===== src/hw/md_pkg.sv =====
// ----------------------------------------------------------------------
// Shared widths, vector types and request format of the RV32M
// multiply/divide unit. All widths assume a 32-bit datapath split into
// 16-bit halves for the multiplier.
// ----------------------------------------------------------------------

package md_pkg;

  localparam int unsigned WORD_W    = 32;
  localparam int unsigned HALF_W    = 16;
  // Word plus two guard bits for carries and sign
  localparam int unsigned EXT_W     = 34;
  localparam int unsigned DIV_STEPS = 32;

  typedef logic [WORD_W-1:0]            word_t;
  typedef logic [HALF_W-1:0]            half_t;
  typedef logic [EXT_W-1:0]             ext_t;
  typedef logic [$clog2(DIV_STEPS)-1:0] count_t;

  // Bit 0 marks operand a as signed, bit 1 marks operand b as signed
  typedef logic [1:0] sign_mode_t;

  // MULH covers MULH, MULHSU and MULHU through the sign mode
  typedef enum logic [1:0] {
    MD_OP_MULL,
    MD_OP_MULH,
    MD_OP_DIV,
    MD_OP_REM
  } md_op_e;

  typedef struct packed {
    md_op_e     op;
    sign_mode_t signed_mode;
    word_t      op_a;
    word_t      op_b;
  } md_req_t;

endpackage


===== src/hw/md_mac_mult.sv =====
// ----------------------------------------------------------------------
// Sequential multiplier around one 17x17 signed MAC. MUL is valid in
// the third cycle of the enable, MULH/MULHSU/MULHU in the fourth.
// Request and enable must stay stable until valid and ready meet.
// ----------------------------------------------------------------------

`timescale 1ns/1ps

module md_mac_mult (
  input  logic            clk_i,
  input  logic            rst_ni,
  input  logic            en_i,
  input  md_pkg::md_req_t req_i,
  input  logic            ready_i,
  output md_pkg::word_t   result_o,
  output logic            valid_o
);

  typedef enum logic [1:0] {
    ALBL,
    ALBH,
    AHBL,
    AHBH
  } mult_state_e;

  mult_state_e   state_q, state_d;
  md_pkg::ext_t  acc_q, acc_d;
  md_pkg::ext_t  accum;
  md_pkg::ext_t  mac_res;
  md_pkg::half_t mul_a, mul_b;
  md_pkg::half_t a_lo, a_hi, b_lo, b_hi;
  logic          sign_a, sign_b;
  logic          signed_mult;
  logic          hold;

  assign a_lo = req_i.op_a[md_pkg::HALF_W-1:0];
  assign a_hi = req_i.op_a[md_pkg::WORD_W-1:md_pkg::HALF_W];
  assign b_lo = req_i.op_b[md_pkg::HALF_W-1:0];
  assign b_hi = req_i.op_b[md_pkg::WORD_W-1:md_pkg::HALF_W];

  assign signed_mult = (req_i.signed_mode != 2'b00);

  // 17x17 signed product plus accumulator, evaluated at 34 bits
  assign mac_res = $signed({sign_a, mul_a}) * $signed({sign_b, mul_b}) + $signed(accum);

  always_comb begin
    mul_a   = a_lo;
    mul_b   = b_lo;
    sign_a  = 1'b0;
    sign_b  = 1'b0;
    accum   = '0;
    acc_d   = mac_res;
    state_d = state_q;
    valid_o = 1'b0;
    hold    = 1'b0;

    case (state_q)
      ALBL: begin
        state_d = ALBH;
      end

      ALBH: begin
        mul_b  = b_hi;
        sign_b = req_i.signed_mode[1] & req_i.op_b[md_pkg::WORD_W-1];
        // Upper half of al*bl, always unsigned
        accum  = {{(md_pkg::EXT_W-md_pkg::HALF_W){1'b0}},
                  acc_q[md_pkg::WORD_W-1:md_pkg::HALF_W]};
        if (req_i.op == md_pkg::MD_OP_MULL) begin
          acc_d = {2'b00, mac_res[md_pkg::HALF_W-1:0], acc_q[md_pkg::HALF_W-1:0]};
        end
        state_d = AHBL;
      end

      AHBL: begin
        mul_a  = a_hi;
        sign_a = req_i.signed_mode[0] & req_i.op_a[md_pkg::WORD_W-1];
        if (req_i.op == md_pkg::MD_OP_MULL) begin
          accum   = {{(md_pkg::EXT_W-md_pkg::HALF_W){1'b0}},
                     acc_q[md_pkg::WORD_W-1:md_pkg::HALF_W]};
          acc_d   = {2'b00, mac_res[md_pkg::HALF_W-1:0], acc_q[md_pkg::HALF_W-1:0]};
          valid_o = 1'b1;
          hold    = ~ready_i;
          state_d = ALBL;
        end else begin
          accum   = acc_q;
          state_d = AHBH;
        end
      end

      AHBH: begin
        mul_a  = a_hi;
        mul_b  = b_hi;
        sign_a = req_i.signed_mode[0] & req_i.op_a[md_pkg::WORD_W-1];
        sign_b = req_i.signed_mode[1] & req_i.op_b[md_pkg::WORD_W-1];
        // Shift the partial sum down one half, extend its sign if any operand is signed
        accum  = {{(md_pkg::EXT_W-md_pkg::HALF_W-2){signed_mult & acc_q[md_pkg::EXT_W-1]}},
                  acc_q[md_pkg::EXT_W-1:md_pkg::HALF_W]};
        valid_o = 1'b1;
        hold    = ~ready_i;
        state_d = ALBL;
      end

      default: begin
        state_d = ALBL;
      end
    endcase
  end

  // Low word of the final MAC step is the result in both finishing states
  assign result_o = acc_d[md_pkg::WORD_W-1:0];

  always_ff @(posedge clk_i or negedge rst_ni) begin
    if (!rst_ni) begin
      state_q <= ALBL;
      acc_q   <= '0;
    end else if (en_i && !hold) begin
      state_q <= state_d;
      acc_q   <= acc_d;
    end
  end

endmodule


===== src/hw/md_long_div.sv =====
// ----------------------------------------------------------------------
// Long divider, one quotient bit per cycle on absolute values with a
// final sign fix. Normal divisions are valid in cycle 37 of the enable,
// division by zero in cycle 2 with the RV32M results.
// ----------------------------------------------------------------------

`timescale 1ns/1ps

module md_long_div (
  input  logic            clk_i,
  input  logic            rst_ni,
  input  logic            en_i,
  input  md_pkg::md_req_t req_i,
  input  logic            ready_i,
  output md_pkg::word_t   result_o,
  output logic            valid_o
);

  typedef enum logic [2:0] {
    MD_IDLE,
    MD_ABS_A,
    MD_ABS_B,
    MD_COMP,
    MD_LAST,
    MD_CHANGE_SIGN,
    MD_FINISH
  } div_state_e;

  div_state_e     state_q, state_d;
  md_pkg::ext_t   rem_q, rem_d;
  md_pkg::word_t  num_q, num_d;
  md_pkg::word_t  den_q, den_d;
  md_pkg::word_t  quot_q, quot_d;
  md_pkg::count_t cnt_q, cnt_d;
  logic           div_by_zero_q, div_by_zero_d;

  // Shared 33-bit subtractor, sum holds a - b in [32:0] and no-borrow in [33]
  logic [md_pkg::WORD_W:0] adder_a, adder_b;
  md_pkg::ext_t            adder_sum;
  logic [md_pkg::WORD_W:0] adder_res;
  logic                    adder_carry;

  logic                    sign_a, sign_b;
  logic                    div_change_sign, rem_change_sign;
  logic                    is_greater_equal;
  logic [md_pkg::WORD_W:0] next_rem;
  md_pkg::word_t           next_quot;
  logic                    hold;

  assign adder_sum   = {1'b0, adder_a} + {1'b0, ~adder_b} + md_pkg::ext_t'(1);
  assign adder_res   = adder_sum[md_pkg::WORD_W:0];
  assign adder_carry = adder_sum[md_pkg::EXT_W-1];

  assign sign_a          = req_i.signed_mode[0] & req_i.op_a[md_pkg::WORD_W-1];
  assign sign_b          = req_i.signed_mode[1] & req_i.op_b[md_pkg::WORD_W-1];
  assign div_change_sign = (sign_a ^ sign_b) & ~div_by_zero_q;
  assign rem_change_sign = sign_a;

  // Both values are non-negative here, so no borrow means remainder >= divisor
  assign is_greater_equal = adder_carry;
  assign next_rem  = is_greater_equal ? adder_res : rem_q[md_pkg::WORD_W:0];
  assign next_quot = quot_q | (md_pkg::word_t'(is_greater_equal) << cnt_q);

  always_comb begin
    adder_a       = '0;
    adder_b       = {1'b0, req_i.op_b};
    rem_d         = rem_q;
    num_d         = num_q;
    den_d         = den_q;
    quot_d        = quot_q;
    cnt_d         = cnt_q - md_pkg::count_t'(1);
    div_by_zero_d = div_by_zero_q;
    state_d       = state_q;
    valid_o       = 1'b0;
    hold          = 1'b0;

    case (state_q)
      MD_IDLE: begin
        // 0 - b leaves no borrow only when b is zero
        div_by_zero_d = adder_carry;
        if (req_i.op == md_pkg::MD_OP_DIV) begin
          rem_d = '1;
        end else begin
          rem_d = {2'b00, req_i.op_a};
        end
        cnt_d   = md_pkg::count_t'(md_pkg::DIV_STEPS - 1);
        state_d = adder_carry ? MD_FINISH : MD_ABS_A;
      end

      MD_ABS_A: begin
        adder_b = {1'b0, req_i.op_a};
        quot_d  = '0;
        num_d   = sign_a ? adder_res[md_pkg::WORD_W-1:0] : req_i.op_a;
        state_d = MD_ABS_B;
      end

      MD_ABS_B: begin
        // First partial remainder is the top numerator bit
        rem_d   = {{(md_pkg::EXT_W-1){1'b0}}, num_q[md_pkg::WORD_W-1]};
        den_d   = sign_b ? adder_res[md_pkg::WORD_W-1:0] : req_i.op_b;
        cnt_d   = md_pkg::count_t'(md_pkg::DIV_STEPS - 1);
        state_d = MD_COMP;
      end

      MD_COMP: begin
        adder_a = rem_q[md_pkg::WORD_W:0];
        adder_b = {1'b0, den_q};
        rem_d   = {next_rem, num_q[cnt_d]};
        quot_d  = next_quot;
        state_d = (cnt_q == md_pkg::count_t'(1)) ? MD_LAST : MD_COMP;
      end

      MD_LAST: begin
        adder_a = rem_q[md_pkg::WORD_W:0];
        adder_b = {1'b0, den_q};
        // From here on the register carries only the selected result
        if (req_i.op == md_pkg::MD_OP_DIV) begin
          rem_d = {2'b00, next_quot};
        end else begin
          rem_d = {2'b00, next_rem[md_pkg::WORD_W-1:0]};
        end
        state_d = MD_CHANGE_SIGN;
      end

      MD_CHANGE_SIGN: begin
        adder_b = {1'b0, rem_q[md_pkg::WORD_W-1:0]};
        if (req_i.op == md_pkg::MD_OP_DIV) begin
          if (div_change_sign) begin
            rem_d = {2'b00, adder_res[md_pkg::WORD_W-1:0]};
          end
        end else begin
          if (rem_change_sign) begin
            rem_d = {2'b00, adder_res[md_pkg::WORD_W-1:0]};
          end
        end
        state_d = MD_FINISH;
      end

      MD_FINISH: begin
        valid_o = 1'b1;
        hold    = ~ready_i;
        state_d = MD_IDLE;
      end

      default: begin
        state_d = MD_IDLE;
      end
    endcase
  end

  assign result_o = rem_q[md_pkg::WORD_W-1:0];

  always_ff @(posedge clk_i or negedge rst_ni) begin
    if (!rst_ni) begin
      state_q       <= MD_IDLE;
      rem_q         <= '0;
      num_q         <= '0;
      den_q         <= '0;
      quot_q        <= '0;
      cnt_q         <= '0;
      div_by_zero_q <= 1'b0;
    end else if (en_i && !hold) begin
      state_q       <= state_d;
      rem_q         <= rem_d;
      num_q         <= num_d;
      den_q         <= den_d;
      quot_q        <= quot_d;
      cnt_q         <= cnt_d;
      div_by_zero_q <= div_by_zero_d;
    end
  end

endmodule


===== src/hw/md_unit.sv =====
// ----------------------------------------------------------------------
// RV32M multiply/divide unit. At most one of mult_en_i and div_en_i may
// be high; operands stay stable until valid_o and ready_i meet. Timing
// is that of the enabled engine, with no added cycles.
// ----------------------------------------------------------------------

`timescale 1ns/1ps

module md_unit (
  input  logic               clk_i,
  input  logic               rst_ni,
  input  logic               mult_en_i,
  input  logic               div_en_i,
  input  md_pkg::md_op_e     operator_i,
  input  md_pkg::sign_mode_t signed_mode_i,
  input  md_pkg::word_t      op_a_i,
  input  md_pkg::word_t      op_b_i,
  input  logic               ready_i,
  output md_pkg::word_t      result_o,
  output logic               valid_o
);

  md_pkg::md_req_t req;
  md_pkg::word_t   mult_result;
  md_pkg::word_t   div_result;
  logic            mult_valid;
  logic            div_valid;

  assign req = '{
    op:          operator_i,
    signed_mode: signed_mode_i,
    op_a:        op_a_i,
    op_b:        op_b_i
  };

  md_mac_mult md_mac_mult_inst (
    .clk_i    (clk_i),
    .rst_ni   (rst_ni),
    .en_i     (mult_en_i),
    .req_i    (req),
    .ready_i  (ready_i),
    .result_o (mult_result),
    .valid_o  (mult_valid)
  );

  md_long_div md_long_div_inst (
    .clk_i    (clk_i),
    .rst_ni   (rst_ni),
    .en_i     (div_en_i),
    .req_i    (req),
    .ready_i  (ready_i),
    .result_o (div_result),
    .valid_o  (div_valid)
  );

  // The active enable picks the result
  assign result_o = div_en_i ? div_result : mult_result;
  assign valid_o  = mult_valid | div_valid;

endmodule


===== config.mk =====
export PLATFORM = sky130hd
export DESIGN_NAME = md_unit
export DESIGN_NICKNAME = d
export VERILOG_FILES = /design/src/hw/md_pkg.sv /design/src/hw/md_mac_mult.sv /design/src/hw/md_long_div.sv /design/src/hw/md_unit.sv
export SDC_FILE = /design/constraint.sdc
export NUM_CORES = 2
export LEC_CHECK = 0
export BUFFER_PORTS_ARGS = -buffer_cell sky130_fd_sc_hd__buf_2
export CAP_MARGIN = 20
export CORE_ASPECT_RATIO = 0.7
export CORE_UTILIZATION = 58
export CTS_BUF_LIST = sky130_fd_sc_hd__clkbuf_16
export DETAILED_ROUTE_END_ITERATION = 10
export HOLD_SLACK_MARGIN = 0.12
export PLACE_DENSITY = 0.82
export SLEW_MARGIN = 5
export SYNTH_ARGS = -nofsm -noshare
export SYNTH_HDL_FRONTEND = slang
export SYNTH_SLANG_ARGS = --single-unit

===== constraint.sdc =====
create_clock -name clk_i -period 25.2 [get_ports clk_i]
set_input_delay 1.26 -clock clk_i [delete_from_list [all_inputs] [get_ports clk_i]]
set_output_delay 1.26 -clock clk_i [all_outputs]
set_load 0.05 [all_outputs]

==> qor.csv <==
stage;metric;value;unit
outcome;outcome;completed;
timing;clock.fmax;0.0925;GHz
critical_path;end_kind;output pin;
timing;fin_crit_sh;0.429;
timing;report.final.slew_viol_count;0;
routing;wl_met2;39600;um
synth;synth-adder-area-share;0.321;
critical_path;critPathLaunchType;flip-flop;
clocking;ctsResizeCount;0;
clocking;insertion_delay;0.48;ns
routing;drt-pass1-iter-count;8;
clocking;clk_pin_slew_worst_paths;0.08;ns
timing;tightest_slew;1.32;ns
clocking;cts_setup_buffers;0;
critical_path;cpMostUsedCell;fa_1;
synth;synth_common_cells;457 x inv_1, 355 x nand2_1, 340 x fa_1, 339 x nor2_1, 209 x a21oi_1;
timing;finalSetupViolCount;0;
timing;rsz0062_at_grt;false;
clocking;cts_root_buf;clkbuf_16;
routing;drt_iter0_drc;3876;
synth;synth-main-ff-cell;dfrtp_1;
synth;synth_nets;3748;
synth;synthCells;3195;
die;core.rowCount;65;
clocking;cts_buffers;17;
critical_path;max_stage_delay;0.74;ns
routing;drcViolationCount;0;
synth;yosysTopAreaCell;fa_1;
synth;synth_mux_area_frac;0.0813;
cells_and_area;nets;3765;
clocking;clk_path_buf_depth;2;
critical_path;crit_slowest_cell;fa_1;
routing;wl_met1;46400;um
critical_path;path_max_fanout;32;
synth;ys_seq_area_frac;0.163;
timing;tns;0;ns
synth;yosysUniqueCellTypes;80;
global_routing;antenna_found_initial;2;
routing;wl_met3;21800;um
clocking;cts_tree;done;
global_routing;grt_max_degree;75;
die;ioPinCount;106;
die;fp.dieArea;46900;sq um
critical_path;required;23.94;ns
die;die_y;181;um
routing;avgRoutedWirePerCell;29.1;um
global_routing;grt_pass1_vias;24024;
placement;hpwlAfterDp;88700;um
cells_and_area;layout-drive-gt1-share;0.0992;
routing;drt.antenna.violating_nets;0;
timing;min_period;10.81;ns
synth;synth_compound_area_frac;0.173;
clocking;htree_levels;4;
placement;place_area;27800;sq um
job;maxCapViolCount;0;
cells_and_area;areaGrowthSynthToFinish;6.76;%
routing;avgViaCountPerCell;6.67;
critical_path;cp.arrival;9.55;ns
cells_and_area;nFillCells;3997;
cells_and_area;utilization;0.630;
clocking;ctsHoldBuffers;0;
synth;synth.cell_area;26700;sq um
timing;skew;0.0237;ns
synth;synth-edff-count;0;
die;fp.dieW;258;um
global_routing;grt_pass1_wl;163000;um
routing;routed.top_layer;met4;
worst_hold_path;hp-class;flip-flop to flip-flop;
die;core;45200;sq um
synth;synth-xor-area-share;0.0236;
cells_and_area;post-route-cell-area;28500;sq um
synth;postSynth.asyncResetShare;1.00;
critical_path;crit_type;flip-flop to output pin;
synth;yosys-top-cells-area;fa_1 26%, dfrtp_1 16%, ha_1 6.6%;
timing;max-slew-margin-rel;0.116;
synth;synth-simple-area-share;0.147;
global_routing;grt_overflow;0;
synth;yosysMostFrequentCell;inv_1;
placement;gp_congestion;1.07;
synth;ys_ff_latch;174;
placement;dp_cells;3789;
timing;hold_viol_final;0;
synth;yosysWarnings;0;
synth;syn_avg_cell_area;8.35;sq um
placement;io_buffers;105;
synth;synth_top_family_by_area;adder cells;
cells_and_area;stdcell_count;3831;
global_routing;grt_use_total;0.482;
routing;wl;112000;um
routing;vias;25551;
clocking;clock-sinks;174;
die;start_util;0.590;
synth;yosysTopAreaCellShare;0.255;
## layer usage
| layer | vias to the layer above | track usage |
|---|---|---|
| li1 | 10657 | - |
| met1 | 12553 | 0.714 |
| met4 | 0 | 0.137 |
| met3 | 263 | 0.276 |
| met2 | 2078 | 0.576 |
| met5 | - | 0 |
## cell families after synthesis
logic type	after synthesis
simple gates	915
compound gates	724
buf+inv	633
fa+ha+maj	480
mux	198
flops	174
xor+xnor	71
## registers in the layout, indices dropped and copies added (netlist names)
register	count
md_mac_mult_inst.acc_q	34
md_long_div_inst.rem_q	33
md_long_div_inst.den_q	32
md_long_div_inst.num_q	32
md_long_div_inst.quot_q	32
md_long_div_inst.cnt_q	5
md_long_div_inst.state_q	3
md_mac_mult_inst.state_q	2
md_long_div_inst.div_by_zero_q	1
## worst paths after layout
path | slack, ns | cells after the start | start | end
max | 14.39 | 29 | md_mac_mult_inst.state_q[0] | result_o[31]
min | 0.48 | 2 | md_long_div_inst.num_q[17] | md_long_div_inst.num_q[17]
max reg2reg | 16.08 | 28 | md_mac_mult_inst.state_q[0] | md_mac_mult_inst.acc_q[32]
min reg2reg | 0.48 | 2 | md_long_div_inst.num_q[17] | md_long_div_inst.num_q[17]
max in group asynchronous | 23.07 | 2 | rst_ni | md_long_div_inst.den_q[8]
min in group asynchronous | 0.75 | 1 | rst_ni | md_long_div_inst.quot_q[30]
## metrics by stage
stage,setup slack [ns],hold slack (ns)
3_3_place_gp,14.71,0.456
2_1_floorplan,14.61,0.445
4_1_cts,13.92,0.483
6_report,14.39,0.480
3_5_place_dp,14.44,0.465
5_1_grt,13.95,0.500
## cell type report
cell class,count,area [sq um],area share
Clock inverter,15,166,0.00584
Inverter,457,1720,0.0602
Clock buffer,17,425,0.0149
Timing Repair Buffer,174,1100,0.0386
Tap cell,603,754,0.0265
Antenna cell,3,7.51,0.000264
Multi-Input combinational cell,2388,19900,0.701
Sequential cell,174,4360,0.153
## cells in the final DEF (no fill, tap or decap), types with 6 or more instances in the layout
| cell | instances |
|---|---|
| or3_1 | 15 |
| and3_1 | 15 |
| inv_1 | 457 |
| nor2b_1 | 20 |
| mux4_2 | 8 |
| a221o_1 | 6 |
| ha_1 | 140 |
| o21bai_1 | 14 |
| a21oi_1 | 209 |
| o22ai_1 | 33 |
| fa_1 | 340 |
| o31ai_1 | 7 |
| a211o_1 | 15 |
| a22oi_1 | 20 |
| nand2_1 | 352 |
| nor2_1 | 336 |
| dfrtp_1 | 171 |
| o221ai_1 | 33 |
| o21ai_1 | 14 |
| xnor2_1 | 47 |
| a31oi_1 | 50 |
| nor3_1 | 60 |
| buf_4 | 65 |
| or2_2 | 8 |
| xor2_1 | 23 |
| mux2i_1 | 127 |
| mux2_2 | 61 |
| o21a_1 | 8 |
| clkbuf_16 | 17 |
| a221oi_1 | 10 |
| nand3_1 | 20 |
| and2_1 | 39 |
| o211ai_1 | 19 |
| buf_2 | 105 |
| nand2b_1 | 20 |
| a21o_1 | 47 |
| o21ai_0 | 151 |
| a211oi_1 | 30 |
## critical path: cells and delay by family, from the launching register on
| family | cells | cell delay, ns |
|---|---|---|
| and+or+nand+nor | 3 | 0.76 |
| xor gates and xnor gates | 1 | 0.14 |
| adders and majority gates | 8 | 3.91 |
| buffers and inverters | 8 | 1.40 |
| AOI/OAI and AO/OA | 8 | 1.86 |
| muxes | 1 | 0.64 |
| DFF | 1 | 0.33 |
Power is left out: the tool's default activity adds up to more than one toggle a clock period on the data nets, which glitch-free logic cannot reach.
